<file path="src/calc_config.svh">
`ifndef CALC_CONFIG_SVH
`define CALC_CONFIG_SVH

// LCD character codes
`define CALC_ASCII_ZERO      8'h30
`define CALC_ASCII_BLANK     8'h20
`define CALC_ASCII_MINUS     8'h2D

// display geometry
`define CALC_LINE_CHARS      16
`define CALC_BCD_DIGITS      10

// wait counts, state lasts count + 1 cycles
`define CALC_LCD_POWER_WAIT  9'd70
`define CALC_LCD_CMD_WAIT    9'd30
`define CALC_LCD_HOLD_WAIT   9'd400

// controller command bytes
`define CALC_LCD_FUNC_SET    8'h3C
`define CALC_LCD_DISP_ON     8'h0C
`define CALC_LCD_ENTRY       8'h06
`define CALC_LCD_ROW2_ADDR   8'hC0

`endif

</file>
<file path="src/hdl/calc_pkg.sv">
`default_nettype none
`include "calc_config.svh"

package calc_pkg;

    typedef logic [3:0]                      digit_t;
    typedef logic [7:0]                      char_t;
    typedef logic [31:0]                     word_t;
    typedef logic [4*`CALC_BCD_DIGITS-1:0]   bcd_t;   // digit 0 in the low nibble
    typedef logic [8*`CALC_LINE_CHARS-1:0]   line_t;  // char i at [8*i +: 8], char 0 leftmost

    typedef enum logic [1:0] {opr_add, opr_sub, opr_mul} opr_t;

    typedef enum logic [2:0] {
        power_wait, function_set, disp_onoff, entry_mode, line_write, hold
    } lcd_state_t;

endpackage

`default_nettype wire

</file>
<file path="src/hdl/key_decode.sv">
`timescale 1ns/1ns
`default_nettype none

module key_decode (
    input  wire rst,
    input  wire clk_100hz,
    input  wire swp0, swp1, swp2, swp3, swp4, swp5, swp6, swp7, swp8, swp9,
    input  wire swd1, swd2, swd3, swd4, swd8,
    output calc_pkg::digit_t digit,
    output calc_pkg::opr_t   opr,
    output logic             neg,
    output logic             term_pulse,
    output logic             opr_pulse,
    output logic             equ_pulse,
    output calc_pkg::char_t  seg,
    output calc_pkg::char_t  led
);

    logic [9:0] keys;       // bit i is key (i+1) mod 10
    logic key_hit;
    calc_pkg::digit_t key_val;
    logic [2:0] lvl, lvl_q, lvl_qq;
    logic [2:0] pulse;

    function automatic calc_pkg::char_t seg_of(calc_pkg::digit_t d);
        case (d)
            4'd0:    seg_of = 8'hFC;
            4'd1:    seg_of = 8'h60;
            4'd2:    seg_of = 8'hDA;
            4'd3:    seg_of = 8'hF2;
            4'd4:    seg_of = 8'h66;
            4'd5:    seg_of = 8'hB6;
            4'd6:    seg_of = 8'hBE;
            4'd7:    seg_of = 8'hE0;
            4'd8:    seg_of = 8'hFE;
            4'd9:    seg_of = 8'hF6;
            default: seg_of = 8'h00;
        endcase
    endfunction

    assign keys = {swp0, swp9, swp8, swp7, swp6, swp5, swp4, swp3, swp2, swp1};

    // lowest bit wins, so walk downwards
    always_comb
    begin
        key_hit = 1'b0;
        key_val = '0;
        for (int i = 9; i >= 0; i--)
        begin
            if (keys[i])
            begin
                key_hit = 1'b1;
                key_val = calc_pkg::digit_t'((i + 1) % 10);
            end
        end
    end

    assign lvl = {(|keys) | swd1, swd2 | swd3 | swd4, swd8};
    assign {term_pulse, opr_pulse, equ_pulse} = pulse;

    always_ff @(posedge rst or posedge clk_100hz)
    begin
        if (clk_100hz)
        begin
            digit  <= '0;
            seg    <= '0;
            opr    <= calc_pkg::opr_add;
            led    <= '0;
            neg    <= 1'b0;
            lvl_q  <= '0;
            lvl_qq <= '0;
            pulse  <= '0;
        end
        else
        begin
            if (key_hit)
            begin
                digit <= key_val;
                seg   <= seg_of(key_val);
            end
            neg <= swd1;
            if (swd1)
                led <= 8'h80;   // sign only, operator kept
            else if (swd2)
            begin
                opr <= calc_pkg::opr_add;
                led <= 8'h40;
            end
            else if (swd3)
            begin
                opr <= calc_pkg::opr_sub;
                led <= 8'h20;
            end
            else if (swd4)
            begin
                opr <= calc_pkg::opr_mul;
                led <= 8'h10;
            end
            else if (swd8)
                led <= 8'h01;
            lvl_q  <= lvl;
            lvl_qq <= lvl_q;
            pulse  <= lvl_q & ~lvl_qq;  // rising edge, one cycle
        end
    end

    // keys and switches are pressed one at a time
    a_one_event: assert property (@(posedge rst) disable iff (clk_100hz)
        $onehot0({term_pulse, opr_pulse, equ_pulse}));

endmodule

`default_nettype wire

</file>
<file path="src/hdl/term_accumulator.sv">
`timescale 1ns/1ns
`default_nettype none

module term_accumulator (
    input  wire                   rst,
    input  wire                   clk_100hz,
    input  wire calc_pkg::digit_t digit,
    input  wire                   neg,
    input  wire calc_pkg::opr_t   opr,
    input  wire                   term_pulse,
    input  wire                   opr_pulse,
    input  wire                   equ_pulse,
    output calc_pkg::word_t       result,
    output logic                  done
);

    calc_pkg::word_t mag;
    logic            mag_neg;
    calc_pkg::word_t term;
    calc_pkg::opr_t  pend;
    calc_pkg::word_t acc;
    calc_pkg::word_t acc_next;
    logic            fresh;     // last event was equals
    logic            equ_q;

    assign term = mag_neg ? -mag : mag;

    always_comb
    begin
        case (pend)
            calc_pkg::opr_sub: acc_next = acc - term;
            calc_pkg::opr_mul: acc_next = acc * term;   // low 32 bits kept
            default:           acc_next = acc + term;
        endcase
    end

    always_ff @(posedge rst or posedge clk_100hz)
    begin
        if (clk_100hz)
        begin
            mag     <= '0;
            mag_neg <= 1'b0;
            pend    <= calc_pkg::opr_add;
            acc     <= '0;
            fresh   <= 1'b0;
            equ_q   <= 1'b0;
            done    <= 1'b0;
        end
        else
        begin
            equ_q <= equ_pulse;
            done  <= equ_q;
            if (term_pulse)
            begin
                if (neg)
                    mag_neg <= 1'b1;
                else
                    mag <= mag * 32'd10 + 32'(digit);
                if (fresh)
                begin
                    acc   <= '0;
                    pend  <= calc_pkg::opr_add;
                    fresh <= 1'b0;
                end
            end
            else if (opr_pulse || equ_pulse)
            begin
                acc     <= acc_next;
                pend    <= equ_pulse ? calc_pkg::opr_add : opr;
                mag     <= '0;
                mag_neg <= 1'b0;
                fresh   <= equ_pulse;
            end
        end
    end

    always_ff @(posedge rst)
    begin
        if (equ_q)
            result <= acc;
    end

    a_done_single: assert property (@(posedge rst) disable iff (clk_100hz)
        done |=> !done);

endmodule

`default_nettype wire

</file>
<file path="src/hdl/result_formatter.sv">
`timescale 1ns/1ns
`default_nettype none
`include "calc_config.svh"

module result_formatter (
    input  wire                  rst,
    input  wire                  clk_100hz,
    input  wire calc_pkg::word_t result,
    input  wire                  done,
    output calc_pkg::line_t      line
);

    localparam int SHIFTS = $bits(calc_pkg::word_t);

    logic            busy;
    logic [5:0]      step;
    logic            last_step;
    logic            neg_q;
    calc_pkg::word_t mag;
    calc_pkg::bcd_t  bcd;
    calc_pkg::bcd_t  bcd_adj;

    // right-justified, leading zeros blank, minus just left of the first digit
    function automatic calc_pkg::line_t render(calc_pkg::bcd_t b, logic minus);
        calc_pkg::line_t txt;
        logic lead;
        txt  = {`CALC_LINE_CHARS{`CALC_ASCII_BLANK}};
        lead = 1'b1;
        for (int k = `CALC_BCD_DIGITS - 1; k >= 0; k--)
        begin
            if (lead && (b[4*k +: 4] != 4'd0 || k == 0))
            begin
                if (minus)
                    txt[8*(`CALC_LINE_CHARS - 2 - k) +: 8] = `CALC_ASCII_MINUS;
                lead = 1'b0;
            end
            if (!lead)
                txt[8*(`CALC_LINE_CHARS - 1 - k) +: 8] = `CALC_ASCII_ZERO + b[4*k +: 4];
        end
        return txt;
    endfunction

    assign last_step = busy && (step == 6'(SHIFTS));

    // add 3 to every digit of 5 or more before the shift
    always_comb
    begin
        bcd_adj = bcd;
        for (int k = 0; k < `CALC_BCD_DIGITS; k++)
        begin
            if (bcd[4*k +: 4] >= 4'd5)
                bcd_adj[4*k +: 4] = bcd[4*k +: 4] + 4'd3;
        end
    end

    always_ff @(posedge rst or posedge clk_100hz)
    begin
        if (clk_100hz)
        begin
            busy <= 1'b0;
            step <= '0;
            line <= {`CALC_LINE_CHARS{`CALC_ASCII_BLANK}};
        end
        else if (!busy)
        begin
            if (done)
            begin
                busy <= 1'b1;
                step <= '0;
            end
        end
        else
        begin
            step <= step + 6'd1;
            if (last_step)
            begin
                busy <= 1'b0;
                line <= render(bcd, neg_q);
            end
        end
    end

    always_ff @(posedge rst)
    begin
        if (!busy && done)
        begin
            neg_q <= result[31];
            mag   <= result[31] ? -result : result;
            bcd   <= '0;
        end
        else if (busy && !last_step)
        begin
            bcd <= {bcd_adj[4*`CALC_BCD_DIGITS-2:0], mag[SHIFTS-1]};
            mag <= mag << 1;
        end
    end

    for (genvar g = 0; g < `CALC_BCD_DIGITS; g++)
    begin : g_digit_chk
        a_bcd_digit: assert property (@(posedge rst) disable iff (clk_100hz)
            last_step |-> bcd[4*g +: 4] < 4'd10);
    end

endmodule

`default_nettype wire

</file>
<file path="src/hdl/lcd_sequencer.sv">
`timescale 1ns/1ns
`default_nettype none
`include "calc_config.svh"

module lcd_sequencer (
    input  wire                  rst,
    input  wire                  clk_100hz,
    input  wire calc_pkg::line_t line,
    output logic                 lcd_e,
    output logic                 lcd_rs,
    output logic                 lcd_rw,
    output calc_pkg::char_t      lcd_data
);

    calc_pkg::lcd_state_t state, state_n;
    logic [8:0] cnt, cnt_n;
    logic [8:0] limit;
    logic [3:0] char_idx;

    always_comb
    begin
        case (state)
            calc_pkg::power_wait: limit = `CALC_LCD_POWER_WAIT;
            calc_pkg::line_write: limit = 9'(`CALC_LINE_CHARS);  // address + 16 chars
            calc_pkg::hold:       limit = `CALC_LCD_HOLD_WAIT;
            default:              limit = `CALC_LCD_CMD_WAIT;
        endcase
    end

    always_comb
    begin
        state_n = state;
        cnt_n   = cnt + 9'd1;
        if (cnt == limit)
        begin
            cnt_n = '0;
            case (state)
                calc_pkg::power_wait:   state_n = calc_pkg::function_set;
                calc_pkg::function_set: state_n = calc_pkg::disp_onoff;
                calc_pkg::disp_onoff:   state_n = calc_pkg::entry_mode;
                calc_pkg::entry_mode:   state_n = calc_pkg::line_write;
                calc_pkg::line_write:   state_n = calc_pkg::hold;
                default:                state_n = calc_pkg::line_write;
            endcase
        end
    end

    assign char_idx = cnt_n[3:0] - 4'd1;   // count 16 wraps to char 15

    // outputs decoded from the next state so they line up with it
    always_ff @(posedge rst or posedge clk_100hz)
    begin
        if (clk_100hz)
        begin
            state    <= calc_pkg::power_wait;
            cnt      <= '0;
            lcd_e    <= 1'b0;
            lcd_rs   <= 1'b1;
            lcd_rw   <= 1'b1;
            lcd_data <= '0;
        end
        else
        begin
            state  <= state_n;
            cnt    <= cnt_n;
            lcd_e  <= 1'b1;
            lcd_rs <= 1'b0;
            lcd_rw <= 1'b0;
            case (state_n)
                calc_pkg::function_set: lcd_data <= `CALC_LCD_FUNC_SET;
                calc_pkg::disp_onoff:   lcd_data <= `CALC_LCD_DISP_ON;
                calc_pkg::entry_mode:   lcd_data <= `CALC_LCD_ENTRY;
                calc_pkg::line_write:
                    if (cnt_n == 9'd0)
                        lcd_data <= `CALC_LCD_ROW2_ADDR;
                    else
                    begin
                        lcd_rs   <= 1'b1;
                        lcd_data <= line[8*char_idx +: 8];
                    end
                default:
                begin
                    lcd_e    <= 1'b0;  // idle bus
                    lcd_rs   <= 1'b1;
                    lcd_rw   <= 1'b1;
                    lcd_data <= '0;
                end
            endcase
        end
    end

    // address followed by 16 characters and an idle bus
    a_row_frame: assert property (@(posedge rst) disable iff (clk_100hz)
        (lcd_e && !lcd_rs && lcd_data == `CALC_LCD_ROW2_ADDR)
            |=> (lcd_e && lcd_rs) ##15 (lcd_e && lcd_rs) ##1 !lcd_e);

endmodule

`default_nettype wire

</file>
<file path="src/hdl/calculator.sv">
`timescale 1ns/1ns
`default_nettype none

module calculator (
    input  wire rst,
    input  wire clk_100hz,
    input  wire swp0, swp1, swp2, swp3, swp4, swp5, swp6, swp7, swp8, swp9,
    input  wire swd1, swd2, swd3, swd4, swd8,
    output wire calc_pkg::char_t seg,
    output wire calc_pkg::char_t led,
    output wire lcd_e,
    output wire lcd_rs,
    output wire lcd_rw,
    output wire calc_pkg::char_t lcd_data
);

    calc_pkg::digit_t digit;
    calc_pkg::opr_t   opr;
    logic             neg;
    logic             term_pulse, opr_pulse, equ_pulse;
    calc_pkg::word_t  result;
    logic             done;
    calc_pkg::line_t  line;

    key_decode u_keys (
        .rst(rst), .clk_100hz(clk_100hz),
        .swp0(swp0), .swp1(swp1), .swp2(swp2), .swp3(swp3), .swp4(swp4),
        .swp5(swp5), .swp6(swp6), .swp7(swp7), .swp8(swp8), .swp9(swp9),
        .swd1(swd1), .swd2(swd2), .swd3(swd3), .swd4(swd4), .swd8(swd8),
        .digit(digit), .opr(opr), .neg(neg),
        .term_pulse(term_pulse), .opr_pulse(opr_pulse), .equ_pulse(equ_pulse),
        .seg(seg), .led(led)
    );

    term_accumulator u_acc (
        .rst(rst), .clk_100hz(clk_100hz),
        .digit(digit), .neg(neg), .opr(opr),
        .term_pulse(term_pulse), .opr_pulse(opr_pulse), .equ_pulse(equ_pulse),
        .result(result), .done(done)
    );

    result_formatter u_fmt (
        .rst(rst), .clk_100hz(clk_100hz),
        .result(result), .done(done), .line(line)
    );

    lcd_sequencer u_lcd (
        .rst(rst), .clk_100hz(clk_100hz), .line(line),
        .lcd_e(lcd_e), .lcd_rs(lcd_rs), .lcd_rw(lcd_rw), .lcd_data(lcd_data)
    );

endmodule

`default_nettype wire

</file>
<file path="config.mk">
export PLATFORM = sky130hd
export DESIGN_NAME = calculator
export DESIGN_NICKNAME = d
export VERILOG_FILES = /design/src/hdl/calc_pkg.sv /design/src/hdl/key_decode.sv /design/src/hdl/term_accumulator.sv /design/src/hdl/result_formatter.sv /design/src/hdl/lcd_sequencer.sv /design/src/hdl/calculator.sv
export VERILOG_INCLUDE_DIRS = /design/src
export SDC_FILE = /design/constraint.sdc
export NUM_CORES = 2
export LEC_CHECK = 0
export BUFFER_PORTS_ARGS = -buffer_cell sky130_fd_sc_hd__buf_2
export CAP_MARGIN = 20
export CORE_ASPECT_RATIO = 0.5
export CORE_MARGIN = 4
export CORE_UTILIZATION = 43
export CTS_BUF_LIST = sky130_fd_sc_hd__clkbuf_2
export DETAILED_ROUTE_END_ITERATION = 12
export PLACE_DENSITY = 0.59
export SYNTH_ARGS = -nofsm -noshare
export SYNTH_HDL_FRONTEND = slang
export SYNTH_SLANG_ARGS = --single-unit
</file>
<file path="constraint.sdc">
create_clock -name rst -period 27 [get_ports rst]
set_input_delay 4.05 -clock rst [delete_from_list [all_inputs] [get_ports rst]]
set_output_delay 4.05 -clock rst [all_outputs]
set_load 0.05 [all_outputs]
</file>
======== Word-level counts from Yosys, hierarchy flattened ========
Memory sizes are Yosys's and may differ from the RTL's. A register that Yosys moved wholly into a read port is not among the register bits.
Index checks and enable logic that the tools add are counted.
word-level totals
  bits in registers ....................... 325
  bits in read-only memories .............. 112
  input bits .............................. 17
  output and inout port bits .............. 27
  word-level logic and storage cells ...... 260
  memories kept ........................... 1
operators by class
  $add $sub $neg .......................... 28
  multipliers ............................. 2
  order comparisons ....................... 10
  equality and inequality tests ........... 15
  shifts and indexed selects .............. 1
  multiplexer cells ....................... 131
  bitwise operators ....................... 6
  reductions and logical operators ........ 38
memory list
  name             words  bits a word  read ports  clocked after memory_dff  write ports  RTL line          RTL
  (no name shown)  16     7            1           1                         0            key_decode.sv:26  case (d)
operators by type and width
  cell                     count
  $mux W32                 10
  $mux W8                  35
  $shiftx A128 B8 Y8       1
  $mux W4                  19
  $add A6 B4 Y7 const A    10
  $neg A32 Y32             2
  $pmux W32 S2             1
  $mux W1                  50
  $ge A4 B3 Y1 const B     10
  $add A4 B2 Y4 const B    9
  $reduce_bool A4 Y1       9
  $add A32 B32 Y32         1
  $add A32 B4 Y32          1
  $mul A32 B3 Y31 const B  1
  $mul A32 B32 Y32         1
  $pmux W8 S4              1
  $sub A32 B32 Y32         1
  $pmux W9 S3              1
  $mux W2                  7
  $mux W6                  2
  $pmux W3 S4              1
  $logic_and A1 B1 Y1      11
  $reduce_and A2 Y1        5
  $reduce_or A10 Y1        1
  29 further kinds         41

======== Longest topological paths before layout ========
  depth after elaboration ................. 39
  gate-level depth with buffers ........... 37
  gate-level depth less buffers ........... 34

======== By module ========
Synthesis repeated with hierarchy kept, for this count alone.
second synthesis, totals
  cell total of the unflattened synthesis .. 4059
  area total of the unflattened synthesis .. 36308.6 µm²
modules (own cells, without submodules)
  module            times used  cells each  area each (µm²)  seq. area each (µm²)
  term_accumulator  1           2845        25084.1          2712.6
  result_formatter  1           785         7210.7           3243.1
  lcd_sequencer     1           311         2763.9           578.1
  key_decode        1           118         1249.9           700.7

======== Least setup slack after synthesis ========
Ideal clock, no wire load.
  path type ............................... register to register
  from .................................... reg u_acc.mag[0]
  to ...................................... reg u_acc.acc[31]
  setup time .............................. 132 ps
  data arrival time ....................... 8490 ps
  data required time ...................... 26868 ps
  setup slack ............................. 18378 ps
  stages on the path, launching flop included .. 37
  path buffers ............................ 3
  period minus slack after synthesis ...... 8622 ps
  cell sequence ........................... dfrtp_1 clkbuf_1 inv_1 ha_1 clkbuf_1 nor4b_1 nand2_1 o41ai_1 xnor2_1 clkbuf_1 nand2_1 fa_1 inv_1 fa_1 inv_1 fa_1 inv_1 fa_1 inv_1 fa_1 inv_1 fa_1 inv_1 fa_1 fa_1 xnor2_1 xnor2_1 xnor2_1 xnor3_1 xnor2_1 xnor2_1 xnor2_1 xnor3_1 xnor2_1 xnor2_1 xnor2_1 o221ai_2
on the way
  cells in the longest elaborated chain, start to end .. 6
  elaborated cells between the ends (all ways) .. 8
  those cells by class .................... add/sub (3); mul (1); mux (4)
ends and longest elaborated chain
  what                                      RTL line                RTL
  start, declared                           term_accumulator.sv:17  calc_pkg::word_t mag;
  start signal, assigned                    term_accumulator.sv:58  mag <= mag * 32'd10 + 32'(digit);
  $neg A32 Y32                              term_accumulator.sv:26  assign term = mag_neg ? -mag : mag;
  $mux W32 (*)                              term_accumulator.sv:26
  $mul A32 B32 Y32 (tied with other cells)  term_accumulator.sv:32  calc_pkg::opr_mul: acc_next = acc * term;
  $pmux W32 S2 (*)                          term_accumulator.sv:30  case (pend)
  $mux W32 (*)                              term_accumulator.sv:66  else if (opr_pulse || equ_pulse)
  $mux W32 (*)                              term_accumulator.sv:53  if (term_pulse)
  end signal, assigned                      term_accumulator.sv:68  acc <= acc_next;
  end, declared                             term_accumulator.sv:21  calc_pkg::word_t acc;
Mark *: on every way between the ends. The rest lies on a longest branch, timed or not. The select of a mux whose other input is x is not followed.
A chain may end at the register's enable or synchronous reset.

======== Worst setup path after layout ========
  from .................................... reg u_acc.mag_neg
  to ...................................... reg u_acc.acc[30]
on the way
  cells in the longest elaborated chain, start to end .. 5
  elaborated cells between the ends (all ways) .. 7
  those cells by class .................... add/sub (2); mul (1); mux (4)
ends and longest elaborated chain
  what                                      RTL line                RTL
  start, declared                           term_accumulator.sv:18  logic mag_neg;
  start signal, assigned                    term_accumulator.sv:42  mag_neg <= 1'b0;
  start signal, assigned                    term_accumulator.sv:56  mag_neg <= 1'b1;
  start signal, assigned                    term_accumulator.sv:71  mag_neg <= 1'b0;
  $mux W32 (*)                              term_accumulator.sv:26
  $mul A32 B32 Y32 (tied with other cells)  term_accumulator.sv:32
  $pmux W32 S2 (*)                          term_accumulator.sv:30
  $mux W32 (*)                              term_accumulator.sv:66
  $mux W32 (*)                              term_accumulator.sv:53
Marked as above.

==> report_table.html <==
<table>
<tr><th>Metric</th><th>Value</th></tr>
<tr><th colspan="2">Yosys</th></tr>
<tr><td>Mean area per synthesized cell</td><td>8.88 µm²</td></tr>
<tr><td>Simple-gate portion of the synthesized area</td><td>0.179</td></tr>
<tr><td>Area of the mapped netlist</td><td>34300 µm²</td></tr>
<tr><td>Post-synth cell types</td><td>90</td></tr>
<tr><td>Post-synthesis mux area share</td><td>0.0132</td></tr>
<tr><td>Library cell occupying the most area in the post-synthesis netlist</td><td>sky130_fd_sc_hd__fa_1</td></tr>
<tr><td>Post-synthesis share of cell area spent on full adders, half adders and majority gates</td><td>0.333</td></tr>
<tr><td>Share of Yosys cell area claimed by the top area cell type</td><td>0.240</td></tr>
<tr><td>Sequential-to-total area share from yosys stat</td><td>0.210</td></tr>
<tr><td>Top_reg_cell synth</td><td>sky130_fd_sc_hd__dfrtp_1</td></tr>
<tr><td>Largest family of logic cells by synthesized area</td><td>adder cells</td></tr>
<tr><td>Fraction of synthesis flops using an asynchronous set or reset pin</td><td>0.629</td></tr>
<tr><td>Synthesized-area fraction occupied by xor and xnor cells</td><td>0.0731</td></tr>
<tr><td>Cell count after synthesis</td><td>3857</td></tr>
<tr><td>Compound-cell area share of the yosys netlist</td><td>0.110</td></tr>
<tr><td>Ranking of synthesized cells by area</td><td>sky130_fd_sc_hd__fa_1, sky130_fd_sc_hd__dfrtp_1, sky130_fd_sc_hd__ha_1</td></tr>
<tr><td>Flip-flop and latch count after synthesis</td><td>283</td></tr>
<tr><td>Synth warnings</td><td>0</td></tr>
<tr><td>Number of enable-type register cells in the synthesized netlist</td><td>65</td></tr>
<tr><th colspan="2">Clock network</th></tr>
<tr><td>Clk root buf</td><td>sky130_fd_sc_hd__clkbuf_2</td></tr>
<tr><td>Clock slew seen by the registers of the worst setup and hold paths</td><td>0.16 ns</td></tr>
<tr><td>Post-cts repair resize count</td><td>0</td></tr>
<tr><td>Count of hold buffers inserted by post-cts repair</td><td>0</td></tr>
<tr><td>Bufs on Longest Clock Path</td><td>3</td></tr>
<tr><td>Number of buffers created by CTS</td><td>71</td></tr>
<tr><td>Post-CTS repair timing setup buffer count</td><td>0</td></tr>
<tr><td>TritonCTS clock tree</td><td>yes</td></tr>
<tr><td>H-Tree Depth</td><td>3</td></tr>
<tr><td>Clock insertion delay at the later pin of the skew report</td><td>1.14 ns</td></tr>
<tr><td>Number of sinks on the clock net</td><td>283</td></tr>
<tr><th colspan="2">Setup path</th></tr>
<tr><td>Most prevalent standard cell on the critical path</td><td>sky130_fd_sc_hd__fa_1</td></tr>
<tr><td>Crit path max-delay cell type</td><td>sky130_fd_sc_hd__dfrtp_1</td></tr>
<tr><td>Data arrival time of the critical path</td><td>10.76 ns</td></tr>
<tr><td>Type of origin of the critical path</td><td>register</td></tr>
<tr><td>Buffers &amp; Inverters on Critical Path</td><td>5</td></tr>
<tr><td>Required time of the critical path</td><td>28.05 ns</td></tr>
<tr><td>Endpoint type of the worst setup path</td><td>register</td></tr>
<tr><td>Cell family with most CP delay</td><td>adder cells</td></tr>
<tr><td>Category of the critical setup timing path</td><td>register to register</td></tr>
<tr><td>Biggest cell delay along the critical path</td><td>1.03 ns</td></tr>
<tr><td>Largest fanout of any net on the critical path</td><td>29</td></tr>
<tr><th colspan="2">Power and ir drop</th></tr>
<tr><td>Portion of total power attributed to sequential cells</td><td>0.406</td></tr>
<tr><td>Total power consumption of the routed design</td><td>1.78 mW</td></tr>
<tr><td>Fraction of power spent switching nets</td><td>0.457</td></tr>
<tr><td>Clock power share</td><td>0.173</td></tr>
<tr><td>P_sw</td><td>0.814 mW</td></tr>
<tr><td>Power density of the placed cells</td><td>48.9 nW/µm²</td></tr>
<tr><td>VDD IR max</td><td>0.0301 mV</td></tr>
<tr><td>Combinational Power Share</td><td>0.421</td></tr>
<tr><td>Internal power</td><td>0.967 mW</td></tr>
<tr><td>Leakage power</td><td>17.7 nW</td></tr>
<tr><th colspan="2">Layout</th></tr>
<tr><td>Register cell area after layout</td><td>7210 µm²</td></tr>
<tr><td>Most frequent cells in the layout</td><td>sky130_fd_sc_hd__inv_1, sky130_fd_sc_hd__nand2_1, sky130_fd_sc_hd__fa_1</td></tr>
<tr><td>Fraction of final layout cells with drive strength greater than 1</td><td>0.0741</td></tr>
<tr><td>Final Net Count</td><td>4540</td></tr>
<tr><td>Most common library cell in the layout ignoring fill and taps</td><td>sky130_fd_sc_hd__inv_1</td></tr>
<tr><td>Final core occ</td><td>0.466</td></tr>
<tr><td>FILL cells</td><td>7603</td></tr>
<tr><td>Total area of multi-input combinational cells</td><td>24400 µm²</td></tr>
<tr><td>Layout Area Growth over Synthesis</td><td>6.24%</td></tr>
<tr><th colspan="2">Timing</th></tr>
<tr><td>RSZ-0062 raised after global routing</td><td>no</td></tr>
<tr><td>Final number of setup-violating endpoints</td><td>0</td></tr>
<tr><td>Sum of negative setup slack</td><td>0 ns</td></tr>
<tr><td>Worst slack on hold paths</td><td>0.369 ns</td></tr>
<tr><td>Least-Margin Pin Slew</td><td>1.07 ns</td></tr>
<tr><td>Final min period</td><td>9.71 ns</td></tr>
<tr><td>Number of max-slew violations in the final report</td><td>0</td></tr>
<tr><td>Worst slew margin</td><td>0.285</td></tr>
<tr><td>Worst Slack Setup Final</td><td>17.29 ns</td></tr>
<tr><td>Fmax</td><td>103 MHz</td></tr>
<tr><td>Worst-case clock skew</td><td>0.139 ns</td></tr>
<tr><td>Period Utilization, post-route</td><td>0.360</td></tr>
<tr><td>Number of hold violations in the final report</td><td>0</td></tr>
<tr><th colspan="2">Routing</th></tr>
<tr><td>Detail-routed via count per cell</td><td>5.34</td></tr>
<tr><td>Total number of vias</td><td>26500</td></tr>
<tr><td>Pre-Repair DR Iteration Count</td><td>7</td></tr>
<tr><td>Average routed wire per standard cell</td><td>18.6 µm</td></tr>
<tr><td>Remaining design rule violation count</td><td>0</td></tr>
<tr><td>Detailed-route wire length</td><td>92.1 mm</td></tr>
<tr><td>DRC violation total after the first TritonRoute iteration</td><td>1693</td></tr>
<tr><td>Number of routed nets with antenna violations</td><td>0</td></tr>
<tr><th colspan="2">Placed design</th></tr>
<tr><td>Placed wire-length estimate</td><td>68.0 mm</td></tr>
<tr><td>Port Buffer Count</td><td>39</td></tr>
<tr><td>Placement Setup Slack</td><td>17.26 ns</td></tr>
<tr><td>Last weighted congestion value of the routability-driven placer</td><td>0.905</td></tr>
<tr><th colspan="2">GRT</th></tr>
<tr><td>Vias in the first global route</td><td>27400</td></tr>
<tr><td>Largest net degree at the start of global routing</td><td>109</td></tr>
<tr><td>Wire length of the first global-routing pass</td><td>151 mm</td></tr>
<tr><td>GR Util All Layers</td><td>0.223</td></tr>
<tr><td>Total grt overflow</td><td>0</td></tr>
<tr><td>Number of antenna violations at the first check in global routing</td><td>3</td></tr>
<tr><th colspan="2">Die</th></tr>
<tr><td>Die width</td><td>407 µm</td></tr>
<tr><td>Row cnt</td><td>72</td></tr>
<tr><td>Starting utilization of the core area</td><td>0.439</td></tr>
<tr><td>Chip Height</td><td>208 µm</td></tr>
<tr><td>Top Ports</td><td>44</td></tr>
<tr><td>DIE AREA</td><td>84500 µm²</td></tr>
<tr><td>Placeable core region</td><td>78100 µm²</td></tr>
<tr><th colspan="2">Worst hold path</th></tr>
<tr><td>Path category of the worst min-delay check</td><td>register to register</td></tr>
<tr><th colspan="2">Flow run</th></tr>
<tr><td>Number of maximum-capacitance violations</td><td>0</td></tr>
<tr><th colspan="2">Outcome</th></tr>
<tr><td>Status</td><td>finished, final reports clean</td></tr>
</table>
## worst paths after layout
kind	startpoint	to	slack, ns	cells past startpoint
max	u_acc.mag_neg	u_acc.acc[30]	17.29	27
min	u_keys.lvl_q[0]	u_keys.lvl_qq[0]	0.37	0
max reg2reg	u_acc.mag_neg	u_acc.acc[30]	17.29	27
min reg2reg	u_keys.lvl_q[0]	u_keys.lvl_qq[0]	0.37	0
max in group asynchronous	clk_100hz	u_acc.mag[26]	22.31	3
min in group asynchronous	clk_100hz	u_fmt.line[106]	3.09	2
## state kept, by name, summed over array words and instances, names as in the netlist, 2 cells and up
register,count
u_acc.acc,32
u_fmt.step,6
u_keys.digit,4
u_keys.lvl_qq,3
u_lcd.cnt,9
u_fmt.bcd,40
u_keys.seg,7
u_fmt.line,51
u_keys.led,5
u_keys.opr,2
u_fmt.mag,32
u_acc.mag,32
u_lcd.state,3
u_keys.pulse,3
u_acc.pend,2
u_acc.result,32
u_keys.lvl_q,3
u_lcd.lcd_data,7
## metal layers
layer,global-route usage,part of all wire,up-vias
met5,0,0,-
met4,0.0631,0.024,0
met3,0.0397,0.069,139
met2,0.357,0.45,792
met1,0.311,0.46,13100
li1,-,-,12400
## power by group through the flow
stage	logic [mW]	registers, mW	clock network [mW]
CTS	0.745	0.720	0.325
finish	0.750	0.723	0.309
global route	0.838	0.738	0.344
detailed placement	0.742	0.729	0
floorplan	0.539	0.655	0
global placement	0.724	0.724	0
## metrics by stage
step	cell area, µm²	instances
after detailed placement	35700	4820
after global routing	36400	4951
final	36400	4952
after CTS	36400	4948
after floorplan	34300	3860
after global placement	35700	4819
## cells by family (layout without fill, tap and decap cells)
family	after synthesis	in the layout
AO/OA/AOI/OAI	611	611
XOR/XNOR	278	278
adder cells (fa/ha/maj)	666	666
buffers and inverters	736	789
flip-flops	283	283
multiplexers	32	32
other	1	7
AND/OR/NAND/NOR	1250	1250
## synth_stat cells (6+ instances only)
cell type                    n
sky130_fd_sc_hd__o31ai_1    29
sky130_fd_sc_hd__dfxtp_1    40
sky130_fd_sc_hd__nor3_1     41
sky130_fd_sc_hd__and3_1     13
sky130_fd_sc_hd__nand2_1   464
sky130_fd_sc_hd__mux4_2     10
sky130_fd_sc_hd__nor3b_1    17
sky130_fd_sc_hd__o21a_1     20
sky130_fd_sc_hd__clkbuf_1  159
sky130_fd_sc_hd__a31oi_1    24
sky130_fd_sc_hd__o21ai_0   211
sky130_fd_sc_hd__or2_2      16
sky130_fd_sc_hd__nor2b_1    56
sky130_fd_sc_hd__o21bai_1   12
sky130_fd_sc_hd__and2_1    220
sky130_fd_sc_hd__xnor2_1   168
sky130_fd_sc_hd__or4_1       6
sky130_fd_sc_hd__a21o_1     46
sky130_fd_sc_hd__o22ai_1    16
sky130_fd_sc_hd__nand2b_1   49
sky130_fd_sc_hd__nor2_1    192
sky130_fd_sc_hd__inv_1     556
sky130_fd_sc_hd__dfrtp_1   176
sky130_fd_sc_hd__buf_1      13
sky130_fd_sc_hd__ha_1      254
sky130_fd_sc_hd__fa_1      411
sky130_fd_sc_hd__o41ai_1     9
sky130_fd_sc_hd__a22oi_1     6
sky130_fd_sc_hd__a211oi_1   18
sky130_fd_sc_hd__or3_1      18
sky130_fd_sc_hd__nor4_1     13
sky130_fd_sc_hd__nand3_1   101
sky130_fd_sc_hd__nand3b_1    6
sky130_fd_sc_hd__mux2i_1    17
sky130_fd_sc_hd__edfxtp_1   65
sky130_fd_sc_hd__o211ai_1    7
sky130_fd_sc_hd__nand4_1    10
sky130_fd_sc_hd__a21oi_1   156
sky130_fd_sc_hd__xor2_1    103
## area by class of cell
| class | instances | share of cell area |
|---|---|---|
| inverter | 558 | 0.0577 |
| clock inverter | 26 | 0.00382 |
| antenna | 3 | 0.000206 |
| clock buffer | 102 | 0.0140 |
| tap | 1036 | 0.0356 |
| timing repair buffer | 103 | 0.0193 |
| multi-input combinational | 2841 | 0.671 |
| sequential | 283 | 0.198 |
(Power assumes the default switching activity.)
